**src/common/loader_pkg.sv**
```systemverilog
`default_nettype none

package loader_pkg;

	// ============================================================
	// Download kinds
	// ============================================================

	// Active download, decoded from the host index
	typedef enum logic [2:0] {
		DL_NONE,
		DL_BIOS,
		DL_EXE,
		DL_CDINFO,
		DL_CODE
	} dl_kind_t;

	// Host index values
	localparam logic [7:0] IDX_BIOS   = 8'd0;
	localparam logic [7:0] IDX_EXE    = 8'd1;
	localparam logic [7:0] IDX_CDINFO = 8'd251;
	localparam logic [7:0] IDX_CODE   = 8'd255;

	// ============================================================
	// Memory map and widths
	// ============================================================

	// Byte base addresses in the shared RAM
	localparam logic [26:0] BIOS_BASE = 27'd2097152;
	localparam logic [26:0] EXE_BASE  = 27'd4194304;

	// Host download stream
	localparam int IOCTL_ADDR_W = 27;
	localparam int IOCTL_DATA_W = 16;

	// Shared RAM port
	localparam int MEM_DATA_W = 32;

	// System side
	localparam int CHEAT_ADDR_W = 21;
	localparam int CODE_W       = 128;
	localparam int TRACK_ADDR_W = 9;

endpackage

`default_nettype wire
```
**src/loader_top.sv**
```systemverilog
`default_nettype none

module loader_top #(
	parameter int RAM_CREDITS = 2
) (
	input  wire                                 clk_1x,
	input  wire                                 rst_n,
	// Host download stream
	input  wire                                 ioctl_download,
	input  wire [7:0]                           ioctl_index,
	input  wire                                 ioctl_wr,
	input  wire [loader_pkg::IOCTL_ADDR_W-1:0]  ioctl_addr,
	input  wire [loader_pkg::IOCTL_DATA_W-1:0]  ioctl_dout,
	output logic                                ioctl_wait,
	// Shared RAM port
	output logic                                mem_req,
	output logic                                mem_rnw,
	output logic [loader_pkg::IOCTL_ADDR_W-1:0] mem_addr,
	output logic [loader_pkg::MEM_DATA_W-1:0]   mem_wdata,
	output logic [loader_pkg::MEM_DATA_W/8-1:0] mem_be,
	input  wire                                 mem_done,
	input  wire [loader_pkg::MEM_DATA_W-1:0]    mem_rdata,
	// Cheat bus
	input  wire                                 cheat_req,
	input  wire                                 cheat_rnw,
	input  wire [loader_pkg::CHEAT_ADDR_W-1:0]  cheat_addr,
	input  wire [loader_pkg::MEM_DATA_W/8-1:0]  cheat_be,
	input  wire [loader_pkg::MEM_DATA_W-1:0]    cheat_wdata,
	output logic                                cheat_done,
	output logic [loader_pkg::MEM_DATA_W-1:0]   cheat_rdata,
	// To the system
	output logic                                load_exe,
	output logic                                trackinfo_wr,
	output logic [loader_pkg::TRACK_ADDR_W-1:0] trackinfo_addr,
	output logic [loader_pkg::MEM_DATA_W-1:0]   trackinfo_data,
	output logic                                cheat_clear,
	output logic                                cheat_valid,
	output logic [loader_pkg::CODE_W-1:0]       cheat_code
);

	import loader_pkg::*;

	dl_kind_t kind;

	download_decode u_download_decode (
		.clk_1x         (clk_1x),
		.rst_n          (rst_n),
		.ioctl_download (ioctl_download),
		.ioctl_index    (ioctl_index),
		.kind           (kind),
		.load_exe       (load_exe)
	);

	ram_download_port #(
		.RAM_CREDITS (RAM_CREDITS)
	) u_ram_download_port (
		.clk_1x         (clk_1x),
		.rst_n          (rst_n),
		.kind           (kind),
		.ioctl_wr       (ioctl_wr),
		.ioctl_addr     (ioctl_addr),
		.ioctl_dout     (ioctl_dout),
		.ioctl_wait     (ioctl_wait),
		.mem_req        (mem_req),
		.mem_rnw        (mem_rnw),
		.mem_addr       (mem_addr),
		.mem_wdata      (mem_wdata),
		.mem_be         (mem_be),
		.mem_done       (mem_done),
		.mem_rdata      (mem_rdata),
		.cheat_req      (cheat_req),
		.cheat_rnw      (cheat_rnw),
		.cheat_addr     (cheat_addr),
		.cheat_be       (cheat_be),
		.cheat_wdata    (cheat_wdata),
		.cheat_done     (cheat_done),
		.cheat_rdata    (cheat_rdata),
		.trackinfo_wr   (trackinfo_wr),
		.trackinfo_addr (trackinfo_addr),
		.trackinfo_data (trackinfo_data)
	);

	cheat_assembler u_cheat_assembler (
		.clk_1x      (clk_1x),
		.rst_n       (rst_n),
		.kind        (kind),
		.ioctl_wr    (ioctl_wr),
		.ioctl_addr  (ioctl_addr),
		.ioctl_dout  (ioctl_dout),
		.cheat_clear (cheat_clear),
		.cheat_valid (cheat_valid),
		.cheat_code  (cheat_code)
	);

endmodule

`default_nettype wire

```
**src/cheat_assembler.sv**
```systemverilog
`default_nettype none

module cheat_assembler (
	input  wire                                clk_1x,
	input  wire                                rst_n,
	input  wire loader_pkg::dl_kind_t          kind,
	input  wire                                ioctl_wr,
	input  wire [loader_pkg::IOCTL_ADDR_W-1:0] ioctl_addr,
	input  wire [loader_pkg::IOCTL_DATA_W-1:0] ioctl_dout,
	output logic                               cheat_clear,
	output logic                               cheat_valid,
	output logic [loader_pkg::CODE_W-1:0]      cheat_code
);

	import loader_pkg::*;

	logic       code_sel;
	logic       code_sel_q;
	logic [3:0] offset;

	assign code_sel = (kind == DL_CODE);
	assign offset   = ioctl_addr[3:0];

	// Start of a code download clears the system's cheat table
	always_ff @(posedge clk_1x or negedge rst_n) begin
		if (!rst_n) begin
			code_sel_q  <= 1'b0;
			cheat_clear <= 1'b0;
			cheat_valid <= 1'b0;
		end else begin
			code_sel_q  <= code_sel;
			cheat_clear <= code_sel && !code_sel_q;
			// Last halfword of a record
			cheat_valid <= code_sel && ioctl_wr && (offset == 4'd14);
		end
	end

	// ============================================================
	// Record fields
	// ============================================================

	// flags | address | compare | replace, low half first
	always_ff @(posedge clk_1x) begin
		if (code_sel && ioctl_wr) begin
			case (offset)
				4'd0:    cheat_code[111:96]  <= ioctl_dout;
				4'd2:    cheat_code[127:112] <= ioctl_dout;
				4'd4:    cheat_code[79:64]   <= ioctl_dout;
				4'd6:    cheat_code[95:80]   <= ioctl_dout;
				4'd8:    cheat_code[47:32]   <= ioctl_dout;
				4'd10:   cheat_code[63:48]   <= ioctl_dout;
				4'd12:   cheat_code[15:0]    <= ioctl_dout;
				4'd14:   cheat_code[31:16]   <= ioctl_dout;
				default: ;
			endcase
		end
	end

endmodule

`default_nettype wire

```
**src/ram_loader/ram_download_port.sv**
```systemverilog
`default_nettype none

module ram_download_port #(
	parameter int RAM_CREDITS = 2
) (
	input  wire                                     clk_1x,
	input  wire                                     rst_n,
	input  wire loader_pkg::dl_kind_t               kind,
	// Host stream
	input  wire                                     ioctl_wr,
	input  wire [loader_pkg::IOCTL_ADDR_W-1:0]      ioctl_addr,
	input  wire [loader_pkg::IOCTL_DATA_W-1:0]      ioctl_dout,
	output logic                                    ioctl_wait,
	// Shared RAM port
	output logic                                    mem_req,
	output logic                                    mem_rnw,
	output logic [loader_pkg::IOCTL_ADDR_W-1:0]     mem_addr,
	output logic [loader_pkg::MEM_DATA_W-1:0]       mem_wdata,
	output logic [loader_pkg::MEM_DATA_W/8-1:0]     mem_be,
	input  wire                                     mem_done,
	input  wire [loader_pkg::MEM_DATA_W-1:0]        mem_rdata,
	// Cheat bus from the system
	input  wire                                     cheat_req,
	input  wire                                     cheat_rnw,
	input  wire [loader_pkg::CHEAT_ADDR_W-1:0]      cheat_addr,
	input  wire [loader_pkg::MEM_DATA_W/8-1:0]      cheat_be,
	input  wire [loader_pkg::MEM_DATA_W-1:0]        cheat_wdata,
	output logic                                    cheat_done,
	output logic [loader_pkg::MEM_DATA_W-1:0]       cheat_rdata,
	// CD track info
	output logic                                    trackinfo_wr,
	output logic [loader_pkg::TRACK_ADDR_W-1:0]     trackinfo_addr,
	output logic [loader_pkg::MEM_DATA_W-1:0]       trackinfo_data
);

	import loader_pkg::*;

	localparam int CREDIT_W = $clog2(RAM_CREDITS + 1);
	localparam int BE_W     = MEM_DATA_W / 8;

	logic                    ram_sel;
	logic                    pack_sel;
	logic                    hi_wr;
	logic                    take_credit;
	logic                    give_credit;
	logic [CREDIT_W-1:0]     credits;
	logic [IOCTL_ADDR_W-1:0] wr_addr;
	logic [IOCTL_DATA_W-1:0] wr_lo;
	logic [IOCTL_DATA_W-1:0] wr_hi;
	logic                    ram_wr_q;
	logic                    track_wr_q;

	// BIOS and executable downloads own the RAM port
	assign ram_sel  = (kind == DL_BIOS) || (kind == DL_EXE);
	assign pack_sel = ram_sel || (kind == DL_CDINFO);
	assign hi_wr    = ioctl_wr && ioctl_addr[1];

	// ============================================================
	// Halfword packing
	// ============================================================

	always_ff @(posedge clk_1x) begin
		if (pack_sel && ioctl_wr) begin
			if (!ioctl_addr[1]) begin
				wr_lo <= ioctl_dout;
				case (kind)
					DL_BIOS: wr_addr <= ioctl_addr + BIOS_BASE;
					DL_EXE:  wr_addr <= ioctl_addr + EXE_BASE;
					default: wr_addr <= ioctl_addr;
				endcase
			end else begin
				wr_hi <= ioctl_dout;
			end
		end
	end

	// Write strobes, one cycle after the high half
	always_ff @(posedge clk_1x or negedge rst_n) begin
		if (!rst_n) begin
			ram_wr_q   <= 1'b0;
			track_wr_q <= 1'b0;
		end else begin
			ram_wr_q   <= ram_sel && hi_wr;
			track_wr_q <= (kind == DL_CDINFO) && hi_wr;
		end
	end

	// ============================================================
	// Write credits
	// ============================================================

	assign take_credit = ram_sel && hi_wr;
	assign give_credit = ram_sel && mem_done;

	always_ff @(posedge clk_1x or negedge rst_n) begin
		if (!rst_n) begin
			credits <= CREDIT_W'(RAM_CREDITS);
		end else if (!ram_sel) begin
			// Full pool again between downloads
			credits <= CREDIT_W'(RAM_CREDITS);
		end else if (take_credit && !give_credit) begin
			credits <= credits - 1'b1;
		end else if (give_credit && !take_credit) begin
			credits <= credits + 1'b1;
		end
	end

	assign ioctl_wait = ram_sel && (credits == '0);

	// ============================================================
	// RAM port arbitration
	// ============================================================

	always_comb begin
		if (ram_sel) begin
			mem_req   = ram_wr_q;
			mem_rnw   = 1'b0;
			mem_addr  = wr_addr;
			mem_wdata = {wr_hi, wr_lo};
			mem_be    = {BE_W{1'b1}};
		end else begin
			mem_req   = cheat_req;
			mem_rnw   = cheat_rnw;
			mem_addr  = {{(IOCTL_ADDR_W - CHEAT_ADDR_W){1'b0}}, cheat_addr};
			mem_wdata = cheat_wdata;
			mem_be    = cheat_be;
		end
	end

	assign cheat_done  = !ram_sel && mem_done;
	assign cheat_rdata = mem_rdata;

	// Track info goes to the system, not the RAM
	assign trackinfo_wr   = track_wr_q;
	assign trackinfo_addr = wr_addr[TRACK_ADDR_W+1:2];
	assign trackinfo_data = {wr_hi, wr_lo};

endmodule

`default_nettype wire

```
**src/download_decode.sv**
```systemverilog
`default_nettype none

module download_decode (
	input  wire                  clk_1x,
	input  wire                  rst_n,
	input  wire                  ioctl_download,
	input  wire [7:0]            ioctl_index,
	output loader_pkg::dl_kind_t kind,
	output logic                 load_exe
);

	import loader_pkg::*;

	dl_kind_t kind_next;
	dl_kind_t kind_prev;

	// Index match, only while the host holds the download open
	always_comb begin
		kind_next = DL_NONE;
		if (ioctl_download) begin
			case (ioctl_index)
				IDX_BIOS:   kind_next = DL_BIOS;
				IDX_EXE:    kind_next = DL_EXE;
				IDX_CDINFO: kind_next = DL_CDINFO;
				IDX_CODE:   kind_next = DL_CODE;
				default:    kind_next = DL_NONE;
			endcase
		end
	end

	// ============================================================
	// Kind register and end-of-executable pulse
	// ============================================================

	always_ff @(posedge clk_1x or negedge rst_n) begin
		if (!rst_n) begin
			kind      <= DL_NONE;
			kind_prev <= DL_NONE;
			load_exe  <= 1'b0;
		end else begin
			kind      <= kind_next;
			kind_prev <= kind;
			// Falling edge of the executable kind
			load_exe  <= (kind_prev == DL_EXE) && (kind != DL_EXE);
		end
	end

endmodule

`default_nettype wire

```
**config.mk**
```make
export PLATFORM = sky130hd
export DESIGN_NAME = loader_top
export DESIGN_NICKNAME = d
export VERILOG_FILES = /design/src/common/loader_pkg.sv /design/src/loader_top.sv /design/src/cheat_assembler.sv /design/src/ram_loader/ram_download_port.sv /design/src/download_decode.sv
export SDC_FILE = /design/constraint.sdc
export NUM_CORES = 1
export LEC_CHECK = 0
export BUFFER_PORTS_ARGS = -buffer_cell sky130_fd_sc_hd__clkbuf_2
export CAP_MARGIN = 20
export CORE_ASPECT_RATIO = 0.9
export CORE_MARGIN = 2
export CORE_UTILIZATION = 30
export DETAILED_ROUTE_END_ITERATION = 8
export GPL_TIMING_DRIVEN = 1
export PLACE_DENSITY = 0.64
export SYNTH_ARGS = -nofsm -noshare
export SYNTH_HDL_FRONTEND = slang
export SYNTH_SLANG_ARGS = --single-unit
```
**constraint.sdc**
```tcl
create_clock -name clk_1x -period 14.4 [get_ports clk_1x]
set_input_delay 1.44 -clock clk_1x [delete_from_list [all_inputs] [get_ports clk_1x]]
set_output_delay 1.44 -clock clk_1x [all_outputs]
set_load 0.1 [all_outputs]
```
==> run_results.csv <==
group,metric,value,unit
global_route,track_usage,14.4,%
clock_tree,clockBufferDepth,3,
yosys,synth.net_count,546,
clock_tree,cts_setup_buffers,0,
pwr,total_leakage_power,0.00415,µW
timing,final_max_slew_viol_count,0,
setup_path,critPathKind,"reg2out",
floorplanning,std_cell_rows,55,
timing,rsz0062_at_grt,"false",
setup_path,path_cells,"nand2b_1 > a21oi_4 > buf_4 > mux2_2 > clkbuf_2",
placed_design,gp_congestion,0.732,
timing,period_minus_slack,4.78,ns
setup_path,setup.worst_path.end_class,"primary output",
yosys,synth-main-ff-cell,"edfxtp_1",
cells_and_area,layout_common_cells,"354 x clkbuf_2, 187 x edfxtp_1, 50 x mux2_1",
clock_tree,clkTransAtPathRegs,0.05,ns
global_route,grt_pass1_vias,4521,
run,maxCapViolations,0,
cells_and_area,layout_commonest_cell,"clkbuf_2",
placed_design,dp_hpwl,14400,µm
yosys,muxShareOfSynthArea,8.15,%
cells_and_area,diodes,0,
pwr,power_frac_seq,49.9,%
clock_tree,post_cts_resized,0,
timing,worst_slack,9.62,ns
timing,tns,0,ns
setup_path,worstSetupEndpoint,"mem_wdata[31]",
timing,worst_pin_slew,0.975,ns
setup_path,rrSetupSlack,11.30,ns
global_route,antenna_found_initial,0,
setup_path,reg2reg_from,"u_download_decode.kind[1]",
clock_tree,clock_latency,0.49,ns
placed_design,post-place-ws,10.09,ns
setup_path,cp.required,12.96,ns
timing,setup_viol,0,
timing,fmax,209,MHz
setup_path,rr_worst_depth,7,
yosys,synth-edff-count,187,
timing,hold_violations,0,
pwr,ir_drop,85.7,µV
yosys,ys_types,42,
floorplanning,start_util,30.3,%
clock_tree,cts.sinks,201,
pwr,p_per_area,125,nW/µm²
clock_tree,cts_buffers,22,
yosys,synth-seq-cells,201,
route,routed_wl,20300,µm
setup_path,crit_path_start_kind,"flip-flop",
global_route,grt_pass1_wl,28100,µm
cells_and_area,fill_cells,2333,
yosys,postSynthCellCount,396,
setup_path,crit_arrival,3.34,ns
setup_path,worstReg2RegEnd,"u_ram_download_port.credits[1]",
floorplanning,die_w,172,µm
clock_tree,clockRootBuffer,"clkbuf_16",
setup_path,startpoint,"u_download_decode.kind[1]",
floorplanning,die_y,155,µm
floorplanning,design.die.area,26600,µm²
yosys,synthAdderAreaFrac,0.495,%
yosys,synthArstFlopShare,6.97,%
timing,skew,0.00872,ns
yosys,ys.warnings.count,0,
yosys,synth_xor_area_share,0.693,%
placed_design,io_buffer_count,354,
clock_tree,cts_tree,"done",
pwr,p_sw_share,24.1,%
outcome,status,"completed",
clock_tree,h-tree-depth,1,
yosys,synth-compound-area-share,1.32,%
yosys,ys_seq_area_share,78.7,%
yosys,synth_top_family_by_area,"multiplexers",
timing,slew_headroom,34.6,%
setup_path,worstPathMaxFanout,52,
floorplanning,io_pins,419,
route,drtAntennaViolNets,0,
cells_and_area,layout-drive-gt1-share,55.7,%
min_path,min_path_type,"reg2reg",
route,drt-wirelength-per-cell,18.6,µm
yosys,syn_area,7580,µm²
floorplanning,core_area,25000,µm²
yosys,syn_area_per_cell,19.1,µm²
setup_path,crit_path_max_incr_delay,0.68,ns
timing,period_share,33.2,%
yosys,synth_simple_gate_area_share,5.33,%
pwr,p_sw,308,µW
cells_and_area,final_nets,884,
cells_and_area,layout-area-overhead-vs-synth,34.7,%
clock_tree,holdBufCountCts,0,
route,drc,0,
pwr,fin_total_pwr,1280,µW
route,vias_per_cell,4.28,
pwr,clkPwrFrac,40.9,%
global_route,grt_max_degree,53,
setup_path,worst_path_max_delay_cell,"a21oi_4",
route,vias,4666,
global_route,grt-ovfl-total,0,
pwr,power_frac_comb,9.2,%
route,drtPass1Iterations,5,
route,drtIter0Drc,229,
pwr,p_int,972,µW
## worst max-delay path, delay by kind of cell (launching register included)
kind            cells  cell delay [ns]
buf+inv             2             0.97
simple gates        1             0.26
compound gates      1             0.68
mux                 1             0.39
flops               1             0.50
## logic make-up after synthesis
family,count (synthesis)
AND/OR/NAND/NOR,65
multiplexers,55
XOR/XNOR,6
AO/OA/AOI/OAI,12
buffers and inverters,54
adder cells (fa/ha/maj),3
flip-flops,201
## state kept, by name, indices dropped and copies added (netlist names)
| signal | cells |
|---|---|
| u_download_decode.kind | 3 |
| u_cheat_assembler.cheat_valid | 1 |
| u_ram_download_port.credits | 2 |
| u_cheat_assembler.cheat_code | 128 |
| u_download_decode.kind_prev | 3 |
| u_cheat_assembler.code_sel_q | 1 |
| u_ram_download_port.ram_wr_q | 1 |
| u_ram_download_port.trackinfo_wr | 1 |
| u_cheat_assembler.cheat_clear | 1 |
| u_ram_download_port.wr_addr | 27 |
| u_ram_download_port.wr_hi | 16 |
| u_ram_download_port.wr_lo | 16 |
| u_download_decode.load_exe | 1 |
## layer usage
| layer | vias to the layer above | GRT usage (%) | share of wire (%) |
|---|---|---|---|
| met5 | - | 0 | 0 |
| met4 | 0 | 5.21 | 3.2 |
| met3 | 57 | 3.22 | 6.8 |
| met2 | 205 | 26.2 | 51 |
| met1 | 2256 | 16.6 | 39 |
| li1 | 2148 | - | - |
## power groups by stage
stage | combinational [µW] | clock, µW | sequential (µW)
after global routing | 123 | 560 | 638
after floorplan | 125 | 0 | 652
after detailed placement | 119 | 0 | 651
final | 118 | 523 | 639
after CTS | 119 | 538 | 638
after global placement | 118 | 0 | 651
## synthesized netlist by cell type (2+ instances only)
cell type	count	area (µm²)
and2_1	9	56.3
nor4b_1	2	17.5
mux2_2	4	45.0
ha_1	3	37.5
nor4_1	4	25.0
nand2_1	4	15.0
buf_2	2	10.0
or4_1	3	22.5
edfxtp_1	187	5620
nand4_1	2	12.5
inv_1	2	7.51
clkbuf_1	3	11.3
xor2_1	3	26.3
buf_6	5	56.3
nor3_1	3	15.0
or3_1	3	18.8
xnor2_1	3	26.3
buf_4	42	315
nor2b_1	4	25.0
nor2_1	6	22.5
a21oi_1	3	15.0
nand3_1	4	20.0
mux2_1	50	563
or2_2	5	31.3
a211oi_1	2	15.0
nand2b_1	7	43.8
nand3b_1	3	22.5
dfrtp_1	13	325
nor4bb_1	2	20.0
## area by class of cell
| class | instances | area (µm²) | area share, % |
|---|---|---|---|
| Timing Repair Buffer | 366 | 1860 | 18.2 |
| Clock inverter | 10 | 75.1 | 0.735 |
| Sequential cell | 201 | 5970 | 58.4 |
| Inverter | 2 | 7.51 | 0.0735 |
| Clock buffer | 29 | 598 | 5.86 |
| Tap cell | 342 | 428 | 4.19 |
| Multi-Input combinational cell | 141 | 1280 | 12.5 |
## worst min path at each step
| stage | depth (start not counted) | start | slack, ns | end |
|---|---|---|---|---|
| after floorplan | 0 | u_download_decode.kind[0] | 0.35 | u_download_decode.kind_prev[0] |
| after global placement | 1 | u_cheat_assembler.code_sel_q | 0.39 | u_cheat_assembler.cheat_clear |
| after detailed placement | 1 | u_cheat_assembler.code_sel_q | 0.39 | u_cheat_assembler.cheat_clear |
| after CTS | 1 | u_cheat_assembler.code_sel_q | 0.40 | u_cheat_assembler.cheat_clear |
| after global routing | 1 | u_cheat_assembler.code_sel_q | 0.40 | u_cheat_assembler.cheat_clear |
| final | 1 | u_cheat_assembler.code_sel_q | 0.40 | u_cheat_assembler.cheat_clear |
## stage by stage
stage,instance area (µm²),cells,util [%],hold slack [ns]
after detailed placement,9540,1052,38.2,0.393
after global routing,10200,1091,40.9,0.403
after CTS,10200,1091,40.9,0.400
after global placement,9540,1052,38.2,0.390
final,10200,1091,40.9,0.396
after floorplan,7580,396,-,0.349
Power figures use the tool's default switching activity.
